## config.mk

```make
export PLATFORM = sky130hd
export DESIGN_NAME = mem_stage
export DESIGN_NICKNAME = d
export VERILOG_FILES = /design/src/hw/rv_isa_pkg.sv /design/src/hw/pipe_pkg.sv /design/src/hw/lsu_load.sv /design/src/hw/mem_stage.sv
export SDC_FILE = /design/constraint.sdc
export NUM_CORES = 1
export LEC_CHECK = 0
export ABC_AREA = 1
export BUFFER_PORTS_ARGS = -buffer_cell sky130_fd_sc_hd__clkbuf_2
export CAP_MARGIN = 40
export CORE_AREA = 2 2 171 173
export DETAILED_ROUTE_END_ITERATION = 10
export DIE_AREA = 0 0 173 175
export PLACE_DENSITY = 0.74
export SYNTH_ARGS = -nofsm -noshare
export SYNTH_HDL_FRONTEND = slang
export SYNTH_SLANG_ARGS = --single-unit
```

## constraint.sdc

```tcl
create_clock -name i_clk -period 24.3 [get_ports i_clk]
set_clock_uncertainty 0.2 [all_clocks]
set_input_delay 4.86 -clock i_clk [delete_from_list [all_inputs] [get_ports i_clk]]
set_output_delay 4.86 -clock i_clk [all_outputs]
set_load 0.01 [all_outputs]
```

## src/hw/rv_isa_pkg.sv

```systemverilog
// RV64 encodings used by the execute half only; branch, system and fence ops are not encoded here
`default_nettype none

package rv_isa_pkg;

  localparam int WORD_WD = 64;

  typedef logic [WORD_WD-1:0] word_t;
  typedef logic [63:0]        addr_t;  // pc

  typedef enum logic [3:0] {
    ALU_ADD  = 4'd0,
    ALU_SUB  = 4'd1,
    ALU_SLL  = 4'd2,
    ALU_SLT  = 4'd3,
    ALU_SLTU = 4'd4,
    ALU_XOR  = 4'd5,
    ALU_SRL  = 4'd6,
    ALU_SRA  = 4'd7,
    ALU_OR   = 4'd8,
    ALU_AND  = 4'd9,
    ALU_SRC2 = 4'd10   // lui
  } alu_op_e;

  // bit 2 picks the zimm source as in funct3
  typedef enum logic [2:0] {
    CSR_NONE = 3'd0,
    CSR_W    = 3'd1,
    CSR_S    = 3'd2,
    CSR_C    = 3'd3,
    CSR_WI   = 3'd5,
    CSR_SI   = 3'd6,
    CSR_CI   = 3'd7
  } csr_op_e;

  // stores use only the signed load codes
  typedef enum logic [2:0] {
    MEM_B  = 3'd0,
    MEM_H  = 3'd1,
    MEM_W  = 3'd2,
    MEM_D  = 3'd3,
    MEM_BU = 3'd4,
    MEM_HU = 3'd5,
    MEM_WU = 3'd6
  } mem_op_e;

endpackage

`default_nettype wire

```

## src/hw/pipe_pkg.sv

```systemverilog
// pipeline widths for a 32-bit byte-addressed data SRAM of 2**DMEM_DEPTH_LOG2 double-words
`default_nettype none

package pipe_pkg;

  localparam int DMEM_DEPTH_LOG2 = 8;  // in double-words

  typedef logic [4:0]  gpr_addr_t;
  typedef logic [11:0] csr_addr_t;
  typedef logic [31:0] sram_addr_t;
  typedef logic [7:0]  sram_wmask_t;

  typedef enum logic [1:0] {
    SRC2_RS2  = 2'd0,
    SRC2_IMM  = 2'd1,
    SRC2_FOUR = 2'd2   // link address
  } src2_sel_e;

endpackage

`default_nettype wire

```

## src/hw/lsu_load.sv

```systemverilog
// expects the whole aligned double-word from the SRAM and a naturally aligned offset
`timescale 1ns/100ps
`default_nettype none

module lsu_load
  import rv_isa_pkg::*;
(
  input  mem_op_e    i_mem_op,
  input  logic [2:0] i_raddr_align,
  input  word_t      i_rdata,
  output word_t      o_rdata
);

  word_t lane;

  assign lane = i_rdata >> {i_raddr_align, 3'b000};  // addressed byte to bit 0

  always_comb begin
    case (i_mem_op)
      MEM_B:   o_rdata = {{56{lane[7]}}, lane[7:0]};
      MEM_H:   o_rdata = {{48{lane[15]}}, lane[15:0]};
      MEM_W:   o_rdata = {{32{lane[31]}}, lane[31:0]};
      MEM_BU:  o_rdata = {56'd0, lane[7:0]};
      MEM_HU:  o_rdata = {48'd0, lane[15:0]};
      MEM_WU:  o_rdata = {32'd0, lane[31:0]};
      default: o_rdata = lane;  // ld
    endcase
  end

endmodule

`default_nettype wire

```

## src/hw/mem_stage.sv

```systemverilog
// relies on the SRAM returning read data exactly one cycle after the request
`timescale 1ns/100ps
`default_nettype none

module mem_stage
  import rv_isa_pkg::*;
  import pipe_pkg::*;
(
  input  logic      i_clk,
  input  logic      i_rst_n,
  // from ex stage
  input  logic      i_es_to_ms_valid,
  output logic      o_ms_allowin,
  input  gpr_addr_t i_es_rd,
  input  logic      i_es_gpr_wen,
  input  csr_addr_t i_es_csr,
  input  logic      i_es_csr_wen,
  input  logic      i_es_mem_ren,
  input  mem_op_e   i_es_mem_op,
  input  logic      i_es_csr_inst_sel,
  input  word_t     i_es_csrrdata,
  input  word_t     i_es_alu_result,
  input  word_t     i_es_csr_result,
  input  word_t     i_data_sram_rdata,
  // writeback
  input  logic      i_wb_allowin,
  output logic      o_wb_valid,
  output gpr_addr_t o_wb_rd,
  output logic      o_wb_gpr_wen,
  output word_t     o_wb_gpr_wdata,
  output csr_addr_t o_wb_csr,
  output logic      o_wb_csr_wen,
  output word_t     o_wb_csr_wdata,
  output gpr_addr_t o_ms_gpr_rd
);

  logic      ms_valid;
  logic      ms_fresh;    // first cycle in stage with sram data on the bus
  logic      ms_ready_go;
  logic      ms_entry;
  gpr_addr_t ms_rd;
  logic      ms_gpr_wen;
  csr_addr_t ms_csr;
  logic      ms_csr_wen;
  logic      ms_mem_ren;
  mem_op_e   ms_mem_op;
  logic      ms_csr_inst_sel;
  word_t     ms_csrrdata;
  word_t     ms_alu_result;
  word_t     ms_csr_result;
  word_t     ms_ld_data;
  word_t     ms_gpr_wdata;

  assign ms_ready_go  = !ms_fresh;
  assign o_ms_allowin = !ms_valid || (ms_ready_go && i_wb_allowin);
  assign ms_entry     = i_es_to_ms_valid && o_ms_allowin;
  assign o_wb_valid   = ms_valid && ms_ready_go;

  always_ff @(posedge i_clk or negedge i_rst_n) begin
    if (!i_rst_n) begin
      ms_valid <= 1'b0;
      ms_fresh <= 1'b0;
    end else begin
      if (o_ms_allowin) begin
        ms_valid <= i_es_to_ms_valid;
      end
      ms_fresh <= ms_entry;
    end
  end

  always_ff @(posedge i_clk) begin
    if (ms_entry) begin
      ms_rd           <= i_es_rd;
      ms_gpr_wen      <= i_es_gpr_wen;
      ms_csr          <= i_es_csr;
      ms_csr_wen      <= i_es_csr_wen;
      ms_mem_ren      <= i_es_mem_ren;
      ms_mem_op       <= i_es_mem_op;
      ms_csr_inst_sel <= i_es_csr_inst_sel;
      ms_csrrdata     <= i_es_csrrdata;
      ms_alu_result   <= i_es_alu_result;
      ms_csr_result   <= i_es_csr_result;
    end
  end

  lsu_load u_lsu_load (
    .i_mem_op      (ms_mem_op),
    .i_raddr_align (ms_alu_result[2:0]),
    .i_rdata       (i_data_sram_rdata),
    .o_rdata       (ms_ld_data)
  );

  // later cycles keep this copy since sram output may change under a stall
  always_ff @(posedge i_clk) begin
    if (ms_fresh) begin
      if (ms_mem_ren) begin
        ms_gpr_wdata <= ms_ld_data;
      end else if (ms_csr_inst_sel) begin
        ms_gpr_wdata <= ms_csrrdata;  // old csr value to rd
      end else begin
        ms_gpr_wdata <= ms_alu_result;
      end
    end
  end

  assign o_wb_rd        = ms_rd;
  assign o_wb_gpr_wen   = ms_gpr_wen;
  assign o_wb_gpr_wdata = ms_gpr_wdata;
  assign o_wb_csr       = ms_csr;
  assign o_wb_csr_wen   = ms_csr_wen;
  assign o_wb_csr_wdata = ms_csr_result;
  assign o_ms_gpr_rd    = (ms_valid && ms_gpr_wen) ? ms_rd : '0;

  a_wb_hold: assert property (@(posedge i_clk) disable iff (!i_rst_n)
    (o_wb_valid && !i_wb_allowin) |=> (o_wb_valid && $stable(o_wb_gpr_wdata)));

endmodule

`default_nettype wire

```

==> out/summary.txt <==
MIN PATH
-----------------------------------------------------------------------------------------------
Beginning of the worst hold path                                                   ms_csrrdata[13]
Path class of the lowest-slack min-delay path                                      flop to flop
Hold Path Stages                                                                              2

DRT
-----------------------------------------------------------------------------------------------
DR vias                                                                                    9651
Via density per instance                                                                   5.02
Drt pass-1 iters                                                                              7
Number of nets with antenna violations after routing                                          0
Residual DRC                                                                                  0
Total length of routed wires                                                            37.1 mm
Initial DRC Count                                                                           758
Routed WL per cell                                                                 19.3 microns

STA
-----------------------------------------------------------------------------------------------
Actual slew at the worst max-slew pin                                                  0.954 ns
Max-Slew Margin vs Limit                                                                  35.7%
RSZ-0062 raised after global routing                                                      false
Setup violation total in the final timing report                                              0
Minimum clock period                                                                   10.52 ns
Final hold violation count                                                                    0
Setup tns final                                                                            0 ns
Highest clock frequency the design can meet                                            95.0 MHz
Post-route clock period utilization                                                       43.3%
Pins over their slew limit                                                                    0

CLOCK TREE
-----------------------------------------------------------------------------------------------
Clock input transition at the sequential cells of the worst setup and hold paths        0.06 ns
Number of levels the H-tree was split into                                                    1
Gates resized, CTS repair                                                                     0
Maximum clock path buffer count                                                               3
Number of post-CTS setup repair buffers                                                       0
Number of sinks driven by the clock tree                                                    282
Clock latency at the later pin of the worst-skew pair                                   0.55 ns
Clock Root Buffer                                                                  sky130_fd_sc_hd__clkbuf_16
Cts hold-fix bufs                                                                             0
Number of CTS-inserted buffers                                                               30
Clock tree from TritonCTS                                                                 built

LAYOUT
-----------------------------------------------------------------------------------------------
Commonest non-fill, non-tap cell in the layout                                     sky130_fd_sc_hd__clkbuf_2
Total Nets Final                                                                           1800
Fillers                                                                                    2537
Ratio of cells with drive above 1 in the final layout                                     32.7%
Area used by multi-input combinational logic                                       0.00306 sq mm
Post-route insts no fill                                                                   1924
Sequential cell area                                                               0.00846 sq mm
Most frequent cells in the layout                                                  sky130_fd_sc_hd__clkbuf_2 (437), sky130_fd_sc_hd__nand2_1 (344), sky130_fd_sc_hd__edfxtp_1 (280)
Layout overhead on the synthesized area                                                   28.6%

GLOBAL ROUTE
-----------------------------------------------------------------------------------------------
Via count of the first global-routing pass                                                 9499
Largest net degree at the start of global routing                                            75
Number of antenna violations at the first check in global routing                             1
First-pass GRT wire length                                                              55.4 mm
Remaining global-route overflow                                                               0
All-Layer GR Usage                                                                        24.0%

SYNTH
-----------------------------------------------------------------------------------------------
Post-synthesis cell type with the largest combined area                            sky130_fd_sc_hd__edfxtp_1
Number of synthesized register bits                                                         282
Yosys warnings                                                                                0
Post-synthesis cell area                                                           0.0120 sq mm
Top cells by area in the synthesized netlist                                       sky130_fd_sc_hd__edfxtp_1 (70%), sky130_fd_sc_hd__nand2_1 (11%), sky130_fd_sc_hd__a21oi_1 (3.8%)
Register area share after synthesis                                                       70.5%
Post-synthesis cell count                                                                  1099
Mean Syn Cell Area                                                                   10.9 sq um
Number of distinct library cells after synthesis                                             24
Proportion of netlist area held by the largest area contributor                           70.1%
Post-Syn Nets                                                                              1383

PWR
-----------------------------------------------------------------------------------------------
Ratio of total power to cell area                                                  76.0 mW/mm^2
Max VDD drop                                                                          0.0597 mV
Leakage power of the design                                                             6.74 nW

FLOORPLAN
-----------------------------------------------------------------------------------------------
Floorplan die width                                                                 173 microns
FP Rows                                                                                      62
Count of boundary I/O pins                                                                  438
Core footprint                                                                     0.0284 sq mm
Initial standard-cell utilization of the core                                             42.3%
Y dimension of the die                                                              175 microns
Die Footprint                                                                      0.0303 sq mm

WORST SETUP PATH
-----------------------------------------------------------------------------------------------
Data required time of the worst path                                                   19.24 ns
Crit path launch type                                                              primary input
Capture point of the worst reg-to-reg path                                         ms_csrrdata[40]
Launch instance of the worst register-to-register path                                 ms_fresh
Type of element capturing the critical path                                        primary output
Length in cells of the worst reg-to-reg path                                                  5
Worst path arrival time                                                                 5.46 ns
End of the critical path                                                           o_ms_allowin
Maximum fanout encountered on the critical timing path                                        2
Slack of the worst reg-to-reg path                                                     20.57 ns
CP Class                                                                           primary input to primary output
Startpoint of the most critical setup path                                         i_wb_allowin

FLOW RUN
-----------------------------------------------------------------------------------------------
Max-cap violation count                                                                       0

STATUS
-----------------------------------------------------------------------------------------------
Result of the run                                                                  complete, no violations

PLACED DESIGN
-----------------------------------------------------------------------------------------------
Routability Congestion                                                                    0.872
Cell count after placement                                                                 1868
Count of buffers from port buffering                                                        437
Placed wire-length estimate                                                             27.4 mm

-- layer usage --
metal | up-vias | track usage [%] | part of all wire [%]
met4 | 0 | 9.60 | 3.8
met1 | 4487 | 30.6 | 39
li1 | 4609 | - | -
met5 | - | 0 | 0
met3 | 70 | 4.98 | 8.1
met2 | 485 | 40.1 | 49
-- worst min path at each step --
| stage | end |
|---|---|
| floorplan | o_wb_gpr_wdata[10] |
| global placement | o_wb_gpr_wdata[63] |
| detailed placement | o_wb_gpr_wdata[13] |
| CTS | o_wb_gpr_wdata[13] |
| global route | o_wb_gpr_wdata[23] |
| finish | o_wb_gpr_wdata[13] |
-- critical path, cell delays in order --
cell,delay [ns]
sky130_fd_sc_hd__clkbuf_2,0.08
sky130_fd_sc_hd__a21oi_1,0.27
sky130_fd_sc_hd__inv_1,0.11
sky130_fd_sc_hd__clkbuf_2,0.14
-- sequential cells by signal, summed over array words and instances, names as in the netlist --
register	cells
o_wb_gpr_wen	1
ms_mem_ren	1
ms_mem_op	3
ms_fresh	1
o_wb_csr_wdata	64
ms_csrrdata	64
ms_csr_inst_sel	1
o_wb_rd	5
ms_alu_result	64
o_wb_gpr_wdata	64
o_wb_csr_wen	1
o_wb_csr	12
ms_valid	1
-- cells by family after synthesis --
logic type | share of synthesized area (%)
simple gates | 17.3
flops | 70.5
buf+inv | 4.07
compound gates | 8.13
-- power by group --
part	total [mW]	switching (mW)	internal, mW
clock network	0.448	0.185	0.263
logic	0.141	0.0921	0.0487
registers	0.585	0.00983	0.575
-- synthesized netlist by cell type, drive strengths merged --
master and instances:
a211oi 2, nor2 120, a21oi 91, clkbuf 29, nand2 346, dfrtp 2, and2 3, o211ai 5
inv 34, edfxtp 280, nand3 57, a31oi 2, o21ai 91, buf 37
-- layout make-up --
cell class,count,share of cell area (%)
sequential,282,54.8
multi-input combinational,717,19.9
timing repair buffer,451,15.1
clock buffer,35,5.12
tap,384,3.11
clock inverter,20,1.13
inverter,34,0.827
antenna,1,0.0162
-- metrics by stage --
step / area, sq um / hold WS, ns / util (%) / setup WS, ns / power (mW)
3_5_place_dp: 14500 / 0.358 / 51.0 / 13.78 / 0.737
6_report: 15400 / 0.360 / 54.4 / 13.78 / 1.17
4_1_cts: 15400 / 0.368 / 54.4 / 13.78 / 1.18
2_1_floorplan: 12000 / 0.310 / - / 9.12 / 0.676
3_3_place_gp: 14400 / 0.350 / 50.7 / 13.78 / 0.732
5_1_grt: 15400 / 0.392 / 54.4 / 13.74 / 1.22
(Power assumes the default switching activity.)
